--- config.mk ---
export PLATFORM = sky130hd
export DESIGN_NAME = upd7800_periph
export DESIGN_NICKNAME = d
export VERILOG_FILES = /design/src/upd7800_pkg.sv /design/src/spr_bus_if.sv /design/src/int_sampler.sv /design/src/int_controller.sv /design/src/port_regs.sv /design/src/upd7800_periph.sv
export SDC_FILE = /design/constraint.sdc
export NUM_CORES = 1
export LEC_CHECK = 0
export BUFFER_PORTS_ARGS = -buffer_cell sky130_fd_sc_hd__buf_2
export CAP_MARGIN = 5
export CORE_MARGIN = 1
export CORE_UTILIZATION = 40
export CTS_CLUSTER_DIAMETER = 120
export CTS_CLUSTER_SIZE = 28
export DETAILED_ROUTE_END_ITERATION = 8
export HOLD_SLACK_MARGIN = 0.05
export PLACE_DENSITY = 0.69
export SETUP_SLACK_MARGIN = 0.2
export SKIP_LAST_GASP = 1
export SLEW_MARGIN = 20
export SYNTH_ARGS = -nofsm -noshare
export SYNTH_HDL_FRONTEND = slang
export SYNTH_SLANG_ARGS = --single-unit
--- constraint.sdc ---
create_clock -name CLK -period 1.62 [get_ports CLK]
set_input_delay 0.081 -clock CLK [delete_from_list [all_inputs] [get_ports CLK]]
set_output_delay 0.081 -clock CLK [all_outputs]
set_load 0.1 [all_outputs]
--- src/upd7800_pkg.sv ---
// Definitions shared by the uPD7800 peripheral block.
// Only the SPR selects of the kept registers are listed.
// Timer and serial interrupt slots remain in the index list so that
// the MK bit positions keep their usual meaning.

package upd7800_pkg;

  //////////////////////////////////////////////////////////////////////
  // Special-register selects

  typedef enum logic [3:0] {
    spr_pa = 4'd0,
    spr_pb = 4'd1,
    spr_pc = 4'd2,
    spr_mk = 4'd3,
    spr_mb = 4'd4,
    spr_mc = 4'd5
  } e_spr;

  //////////////////////////////////////////////////////////////////////
  // Interrupt sources

  // Listed in priority order, which also gives the MK bit position
  typedef enum logic [2:0] {
    ii_int0 = 3'd0,
    ii_intt = 3'd1,
    ii_int1 = 3'd2,
    ii_int2 = 3'd3,
    ii_ints = 3'd4
  } e_int_idx;

  // Pending vector holds INT0, INT1 and INT2 only
  localparam int num_int = 3;

  // Vector addresses
  localparam logic [7:0] vec_int0 = 8'h04;
  localparam logic [7:0] vec_int1 = 8'h10;
  localparam logic [7:0] vec_int2 = 8'h20;
  localparam logic [7:0] vec_none = 8'h60;

  //////////////////////////////////////////////////////////////////////
  // Reset values and sampler constants

  // All sources masked and all port bits input
  localparam logic [7:0] mk_reset   = 8'hff;
  localparam logic [7:0] mode_reset = 8'hff;

  // Sample clock is cp1 divided by 12
  localparam logic [3:0] div12_last = 4'd11;

  // One low sample then three high with the oldest in bit 3
  localparam logic [3:0] edge_pattern = 4'b0111;

endpackage

--- src/spr_bus_if.sv ---
// Special-register access bus.
// Writes are taken on cp2_negedge cycles; rdata is combinational from sel.

`timescale 1ns/1ps

interface spr_bus_if;
  import upd7800_pkg::*;

  e_spr       sel;
  logic [7:0] wdata;
  logic       we;
  logic [7:0] rdata;

  // Driver side
  modport host (
    output sel,
    output wdata,
    output we,
    input  rdata
  );

  // Register block side
  modport regs (
    input  sel,
    input  wdata,
    input  we,
    output rdata
  );

endinterface

--- src/int_sampler.sv ---
// INT1/INT2 edge filter sampled by a divide-by-12 strobe off cp1.
// An edge is seen after one low sample followed by three high samples,
// so pulses shorter than three sample periods are dropped.
// INT2 is inverted when mk5 is clear, which selects falling edges.

`timescale 1ns/1ps

module int_sampler (
  input  logic CLK,
  input  logic rst,
  input  logic cp1_posedge,
  input  logic int1,
  input  logic int2,
  input  logic mk5,
  output logic set1,
  output logic set2
);
  import upd7800_pkg::*;

  logic [3:0] cnt_div12;
  logic       tick;
  logic [3:0] hist1;
  logic [3:0] hist2;
  logic       int2_pol;
  logic [3:0] next1;
  logic [3:0] next2;

  // Divide by 12
  always_ff @(posedge CLK) begin
    if (rst) begin
      cnt_div12 <= '0;
    end else if (cp1_posedge) begin
      cnt_div12 <= (cnt_div12 == div12_last) ? 4'd0 : cnt_div12 + 4'd1;
    end
  end

  assign tick = cp1_posedge & (cnt_div12 == div12_last);

  assign int2_pol = int2 ^ ~mk5;
  assign next1    = {hist1[2:0], int1};
  assign next2    = {hist2[2:0], int2_pol};

  // Sample history with the newest sample in bit 0
  always_ff @(posedge CLK) begin
    if (rst) begin
      hist1 <= '0;
      hist2 <= '0;
    end else if (tick) begin
      hist1 <= next1;
      hist2 <= next2;
    end
  end

  // One-cycle pulse on the sample that completes the pattern
  assign set1 = tick & (next1 == edge_pattern);
  assign set2 = tick & (next2 == edge_pattern);

endmodule

--- src/int_controller.sv ---
// Interrupt controller for INT0 (level) and INT1/INT2 (filtered edge).
// Pending bits are latched with mask and IE at each fetch strobe and the
// vector follows the latched copy until the next fetch.
// Ack clears only the pending bit of the granted source.
// Priority is fixed: INT0, then INT1, then INT2.

`timescale 1ns/1ps

module int_controller (
  input  logic       CLK,
  input  logic       rst,
  input  logic       cp1_posedge,
  input  logic       cp2_negedge,
  input  logic       int0,
  input  logic       int1,
  input  logic       int2,
  input  logic       fetch,
  input  logic       ack,
  input  logic       ie,
  input  logic [7:0] mk,
  output logic       int_req,
  output logic [7:0] int_vector
);
  import upd7800_pkg::*;

  logic                set1;
  logic                set2;
  logic [num_int-1:0]  pend;
  logic [num_int-1:0]  pend_set;
  logic [num_int-1:0]  pend_clr;
  logic [num_int-1:0]  enable;
  logic [num_int-1:0]  latched;
  logic [num_int-1:0]  grant;

  int_sampler u_sampler (
    .CLK         (CLK),
    .rst         (rst),
    .cp1_posedge (cp1_posedge),
    .int1        (int1),
    .int2        (int2),
    .mk5         (mk[5]),
    .set1        (set1),
    .set2        (set2)
  );

  //////////////////////////////////////////////////////////////////////
  // Pending state

  // Bit 0 is INT0, bit 1 INT1, bit 2 INT2
  assign pend_set = {set2, set1, int0 & ~pend[0]};

  always_comb begin
    pend_clr    = '0;
    pend_clr[0] = ~int0 & pend[0];
    // End of service
    if (cp2_negedge & ack & int_req) begin
      pend_clr = pend_clr | grant;
    end
  end

  always_ff @(posedge CLK) begin
    if (rst) begin
      pend <= '0;
    end else begin
      pend <= (pend & ~pend_clr) | pend_set;
    end
  end

  //////////////////////////////////////////////////////////////////////
  // Fetch latch and priority

  // MK bits follow the full source numbering
  assign enable = {ie & ~mk[ii_int2], ie & ~mk[ii_int1], ie & ~mk[ii_int0]};

  always_ff @(posedge CLK) begin
    if (rst) begin
      latched <= '0;
    end else if (cp2_negedge & fetch) begin
      latched <= pend & enable;
    end
  end

  always_comb begin
    grant = '0;
    if (latched[0]) begin
      grant[0] = 1'b1;
    end else if (latched[1]) begin
      grant[1] = 1'b1;
    end else if (latched[2]) begin
      grant[2] = 1'b1;
    end
  end

  assign int_req = |latched;

  always_comb begin
    case (grant)
      3'b001:  int_vector = vec_int0;
      3'b010:  int_vector = vec_int1;
      3'b100:  int_vector = vec_int2;
      default: int_vector = vec_none;
    endcase
  end

endmodule

--- src/port_regs.sv ---
// Port, mode and interrupt mask registers with the IE flag.
// All writes commit on cp2_negedge cycles.
// A set mode bit makes the port bit an input; PC bits 6..2 are always
// outputs. Reads of PB and PC return the pin on input bits.

`timescale 1ns/1ps

module port_regs (
  input  logic       CLK,
  input  logic       rst,
  input  logic       cp2_negedge,
  spr_bus_if.regs    bus,
  input  logic       ei,
  input  logic       di,
  input  logic [7:0] pb_in,
  input  logic [7:0] pc_in,
  output logic [7:0] pa,
  output logic [7:0] pb,
  output logic [7:0] pc,
  output logic [7:0] pb_oe,
  output logic [7:0] pc_oe,
  output logic       ie,
  output logic [7:0] mk
);
  import upd7800_pkg::*;

  logic [7:0] mb;
  logic [7:0] mc;
  logic       wr;

  assign wr = cp2_negedge & bus.we;

  //////////////////////////////////////////////////////////////////////
  // Register writes

  always_ff @(posedge CLK) begin
    if (rst) begin
      pa <= '0;
      pb <= '0;
      pc <= '0;
      mk <= mk_reset;
      mb <= mode_reset;
      mc <= mode_reset;
    end else if (wr) begin
      case (bus.sel)
        spr_pa:  pa <= bus.wdata;
        spr_pb:  pb <= bus.wdata;
        spr_pc:  pc <= bus.wdata;
        spr_mk:  mk <= bus.wdata;
        spr_mb:  mb <= bus.wdata;
        spr_mc:  mc <= bus.wdata;
        default: ;
      endcase
    end
  end

  // DI has priority over EI
  always_ff @(posedge CLK) begin
    if (rst) begin
      ie <= 1'b0;
    end else if (cp2_negedge) begin
      if (di) begin
        ie <= 1'b0;
      end else if (ei) begin
        ie <= 1'b1;
      end
    end
  end

  //////////////////////////////////////////////////////////////////////
  // Direction and read-back

  assign pb_oe = ~mb;
  assign pc_oe = {~mc[7], 5'b11111, ~mc[1:0]};

  always_comb begin
    case (bus.sel)
      spr_pa:  bus.rdata = pa;
      spr_pb:  bus.rdata = (pb_in & ~pb_oe) | (pb & pb_oe);
      spr_pc:  bus.rdata = (pc_in & ~pc_oe) | (pc & pc_oe);
      spr_mk:  bus.rdata = mk;
      spr_mb:  bus.rdata = mb;
      spr_mc:  bus.rdata = mc;
      // Unused selects read as zero
      default: bus.rdata = 8'h00;
    endcase
  end

endmodule

--- src/upd7800_periph.sv ---
// Peripheral side of a uPD7800-class MCU with ports, mode/mask registers,
// the IE flag and the INT0/INT1/INT2 interrupt controller.
// cp1_posedge paces INT1/INT2 sampling; cp2_negedge commits all
// register, IE and fetch/ack updates.

`timescale 1ns/1ps

module upd7800_periph (
  input  logic       CLK,
  input  logic       rst,
  input  logic       cp1_posedge,
  input  logic       cp2_negedge,
  input  logic [3:0] spr_sel,
  input  logic [7:0] spr_wdata,
  input  logic       spr_we,
  output logic [7:0] spr_rdata,
  input  logic       ei,
  input  logic       di,
  input  logic       int0,
  input  logic       int1,
  input  logic       int2,
  input  logic       fetch,
  input  logic       ack,
  output logic       int_req,
  output logic [7:0] int_vector,
  output logic [7:0] pa,
  input  logic [7:0] pb_in,
  output logic [7:0] pb,
  output logic [7:0] pb_oe,
  input  logic [7:0] pc_in,
  output logic [7:0] pc,
  output logic [7:0] pc_oe
);
  import upd7800_pkg::*;

  logic       ie;
  logic [7:0] mk;

  spr_bus_if u_bus ();

  // Host side of the SPR bus
  assign u_bus.sel   = e_spr'(spr_sel);
  assign u_bus.wdata = spr_wdata;
  assign u_bus.we    = spr_we;
  assign spr_rdata   = u_bus.rdata;

  port_regs u_regs (
    .CLK         (CLK),
    .rst         (rst),
    .cp2_negedge (cp2_negedge),
    .bus         (u_bus.regs),
    .ei          (ei),
    .di          (di),
    .pb_in       (pb_in),
    .pc_in       (pc_in),
    .pa          (pa),
    .pb          (pb),
    .pc          (pc),
    .pb_oe       (pb_oe),
    .pc_oe       (pc_oe),
    .ie          (ie),
    .mk          (mk)
  );

  int_controller u_intc (
    .CLK         (CLK),
    .rst         (rst),
    .cp1_posedge (cp1_posedge),
    .cp2_negedge (cp2_negedge),
    .int0        (int0),
    .int1        (int1),
    .int2        (int2),
    .fetch       (fetch),
    .ack         (ack),
    .ie          (ie),
    .mk          (mk),
    .int_req     (int_req),
    .int_vector  (int_vector)
  );

endmodule

==> metrics <==
Routability Congestion=about 0.77; maximum vdd drop=approximately 0.43 mV; part of the cycle the worst path needs=103.1%; synthesized instance count=between 300 and 400; wire length per cell=approximately 16 um; Logic pwr share=about a fifth; final worst-path setup slack=-50.33 ps; total of endpoints with negative setup slack in the final report=2; Chip Width=about 90 um; Worst R2R Setup Slack=between 300 and 400 ps; Ys Warns=0; Pwr Density=between 800 and 900 nW/um2; Port Buffers=approximately 80; relative area change from synthesis to final layout=43.99%; Slew Viols, Final=0; core outline area=around 7300 um2; top cells by area, synth=sky130_fd_sc_hd__dfxtp_1 42%, sky130_fd_sc_hd__mux2i_1 6.8%, sky130_fd_sc_hd__nand2_1 5.5%; ANT nets after route=0; category of the worst setup path capture point=output pin; global-route wire length before repair=roughly 14,000 um; post-layout utilization of the core=between 60 and 70%; startpoint of the lowest-slack hold path=cp1_posedge; 1st-pass router iterations=4; Fin. Hold Viols=0; top cell type's share of synthesized area=between 40% and 50%; io pins=97; Internal Power=approximately 0.0025 W; clock latency of the later-clocked register in the worst-skew pair=340 ps; H-tree levels=3; drt initial violations=152; initial antenna violation count=0; Worst Reg-to-Reg Cells=5; count of unresolved DRC violations after routing=0; total routing usage reported by global routing=22.21%; Top FF cell, synth=sky130_fd_sc_hd__dfxtp_1; CP Class=flop to output pin; fraction of power consumed by sequential logic=a little under half; worst-path fanout max=2; via/cell ratio=~5.3; leak pwr=around 2.0 nW; clock tree skew after final layout=around 8.1 ps; layout net count=512; final cell count without fillers=574; switching share of total power=a little under a third; mean area per synthesized cell=around 8.6 um2; antenna cell count=0; maximum number of pins on one net before global-route repair=66; CTS tree=done; Worst R2R End=u_intc.u_sampler.hist2[0]; DP Wirelength=6001 um; number of cells traversed by the worst hold path=3; flops & latches, synth=between 60 and 70; number of placed cells counting well taps=between 500 and 600; required time at the worst-slack endpoint=1540 ps; run status=finished, violations left; Post-synth EDFFs=0; Hold WC Path Type=input pin to flop; biggest area consumer among synthesized cells=sky130_fd_sc_hd__dfxtp_1; Yosys cell types=42; startpoint type of the worst setup path=flop; share of final-layout standard cells stronger than drive strength 1=between 40% and 50%; CTS Root Cell=sky130_fd_sc_hd__clkbuf_8; Netlist Area Pre-Place=between 3000 and 4000 um2; R2R Path Start=u_intc.u_sampler.cnt_div12[0]; number of vias after detailed routing=a little over 3,000; setup repair after global routing missed its margin=yes; vertical die dimension=approximately 90 um; grt total ovfl=0; worst hold endpoint=u_intc.u_sampler.cnt_div12[1]; asr flop ratio synth=0%; die footprint=about 8100 um2; number of global-route vias before repair=approximately 2,900; Std-Cell Rows=31; Routed WL=8958 um; worst hold margin=roughly 60 ps; sequential area share after synthesis=a little over two fifths; number of sinks driven by the clock tree=between 60 and 70; Achievable Freq=around 0.6 GHz; number of buffers between clock root and the deepest sink=2; Period minus WS final=1670 ps; clock slew at reported path FFs=~70 ps; overall power=~0.0036 W; max capacitance violation total=0; failing checks=negative setup slack; share of power burned in the clock network=about a third; Arrival @ worst endpoint=around 1600 ps; initial core utilization=a little over two fifths; reported net switching power=about 0.0011 W; number of buffers created by CTS=9
## metal layers
metal	wire [um]	part of all wire [%]	global-route usage (%)	vias to the layer above
met5	0	0	0	-
met2	4408	49	37.88	97
met3	455	5.1	4.907	10
li1	-	-	-	1471
met1	3974	44	27.40	1439
met4	119	1.3	8.060	0
## layout make-up
type | count | area, um2
Timing Repair Buffer | 126 | 954.7
Sequential cell | 65 | 1369
Tap cell | 99 | 123.9
Clock inverter | 2 | 12.51
Multi-Input combinational cell | 257 | 1755
Inverter | 12 | 60.06
Fill cell | 631 | 2895
Clock buffer | 13 | 160.2
## sequential cells by signal, summed over array words and instances (netlist names)
| register | flops |
|---|---|
| u_intc.u_sampler.hist2 | 3 |
| u_regs.mc | 8 |
| u_intc.u_sampler.cnt_div12 | 4 |
| u_regs.pb | 8 |
| u_regs.ie | 1 |
| u_regs.mk | 8 |
| u_regs.pc | 8 |
| u_intc.u_sampler.hist1 | 3 |
| u_regs.mb | 8 |
| u_intc.pend | 3 |
| u_intc.latched | 3 |
| u_regs.pa | 8 |
## what timing repair did
item / 4_1_cts / 5_1_grt
endpoints found under the setup margin: 10 / 11
cloned: 0 / 0
endpoints found under the hold margin: 30 / 0
hold buffers: 11 / 0
pin swaps: 13 / 8
gates resized for setup: 21 / 10
buffers inserted: 3 / 4
## worst max-delay path, cell delays in order, from the launching register on
cell	delay (ps)
sky130_fd_sc_hd__dfxtp_2	350
sky130_fd_sc_hd__mux2_2	360
sky130_fd_sc_hd__a221o_4	370
sky130_fd_sc_hd__buf_12	170
## cell usage after synthesis (3+ instances only)
cell type,n
sky130_fd_sc_hd__a211o_1,16
sky130_fd_sc_hd__a21oi_1,24
sky130_fd_sc_hd__a221oi_1,3
sky130_fd_sc_hd__a22o_1,9
sky130_fd_sc_hd__a22oi_1,6
sky130_fd_sc_hd__buf_2,8
sky130_fd_sc_hd__buf_4,10
sky130_fd_sc_hd__clkbuf_1,9
sky130_fd_sc_hd__dfxtp_1,65
sky130_fd_sc_hd__inv_1,12
sky130_fd_sc_hd__mux2_2,5
sky130_fd_sc_hd__mux2i_1,21
sky130_fd_sc_hd__nand2_1,45
sky130_fd_sc_hd__nand3_1,19
sky130_fd_sc_hd__nand3b_1,10
sky130_fd_sc_hd__nand4_1,3
sky130_fd_sc_hd__nand4b_1,6
sky130_fd_sc_hd__nor2_1,38
sky130_fd_sc_hd__nor2b_1,12
sky130_fd_sc_hd__nor3_1,4
sky130_fd_sc_hd__o211ai_1,3
## cell families after synthesis
group / count (synthesis) / synth area share (%)
compound gates: 66 / 15.35
xor+xnor: 3 / 0.8531
fa+ha+maj: 1 / 0.4061
buf+inv: 42 / 7.148
flops: 65 / 42.24
mux: 26 / 8.651
other cells: 2 / 0.2438
simple gates: 152 / 25.10
## per-stage QoR
step                setup TNS, ps  setup WS, ps  instance area [um2]
finish                     -78.99        -50.33                 4436
global route               -199.6        -91.52                 4436
CTS                        -87.86        -46.88                 4367
detailed placement              0         62.89                 3984
global placement                0         94.81                 3984
floorplan                   -1250        -370.3                 3288
## worst max path at each step
stage	startpoint	end
finish	u_regs.mb[6]	spr_rdata[6]
floorplan	spr_sel[3]	spr_rdata[2]
global placement	spr_sel[2]	spr_rdata[4]
CTS	u_regs.mb[5]	spr_rdata[5]
global route	u_regs.mb[6]	spr_rdata[6]
detailed placement	spr_sel[2]	spr_rdata[4]
## power by group through the flow
stage / Clock [W] / Combinational (W) / Sequential, W
finish: 0.00123 / 0.000713 / 0.00162
global route: 0.00133 / 0.000743 / 0.00162
CTS: 0.00126 / 0.000702 / 0.00162
detailed placement: 0 / 0.000665 / 0.00166
global placement: 0 / 0.000662 / 0.00165
floorplan: 0 / 0.000448 / 0.00168
## placed cells by master (no fill, tap or decap), types with 5 or more instances in the layout
| master | n |
|---|---|
| sky130_fd_sc_hd__buf_4 | 28 |
| sky130_fd_sc_hd__nand4b_1 | 6 |
| sky130_fd_sc_hd__conb_1 | 9 |
| sky130_fd_sc_hd__nand3b_1 | 10 |
| sky130_fd_sc_hd__nand2_1 | 45 |
| sky130_fd_sc_hd__dlygate4sd3_1 | 11 |
| sky130_fd_sc_hd__nor2b_1 | 9 |
| sky130_fd_sc_hd__a22o_1 | 9 |
| sky130_fd_sc_hd__inv_1 | 8 |
| sky130_fd_sc_hd__dfxtp_4 | 11 |
| sky130_fd_sc_hd__buf_12 | 10 |
| sky130_fd_sc_hd__clkinvlp_4 | 5 |
| sky130_fd_sc_hd__clkbuf_8 | 9 |
| sky130_fd_sc_hd__nand3_1 | 16 |
| sky130_fd_sc_hd__buf_2 | 72 |
| sky130_fd_sc_hd__a211o_1 | 16 |
| sky130_fd_sc_hd__dfxtp_1 | 33 |
| sky130_fd_sc_hd__dfxtp_2 | 21 |
| sky130_fd_sc_hd__mux2i_1 | 20 |
| sky130_fd_sc_hd__a21oi_1 | 24 |
| sky130_fd_sc_hd__nor2_1 | 36 |
Note: power is estimated with default switching activity, not from simulation.
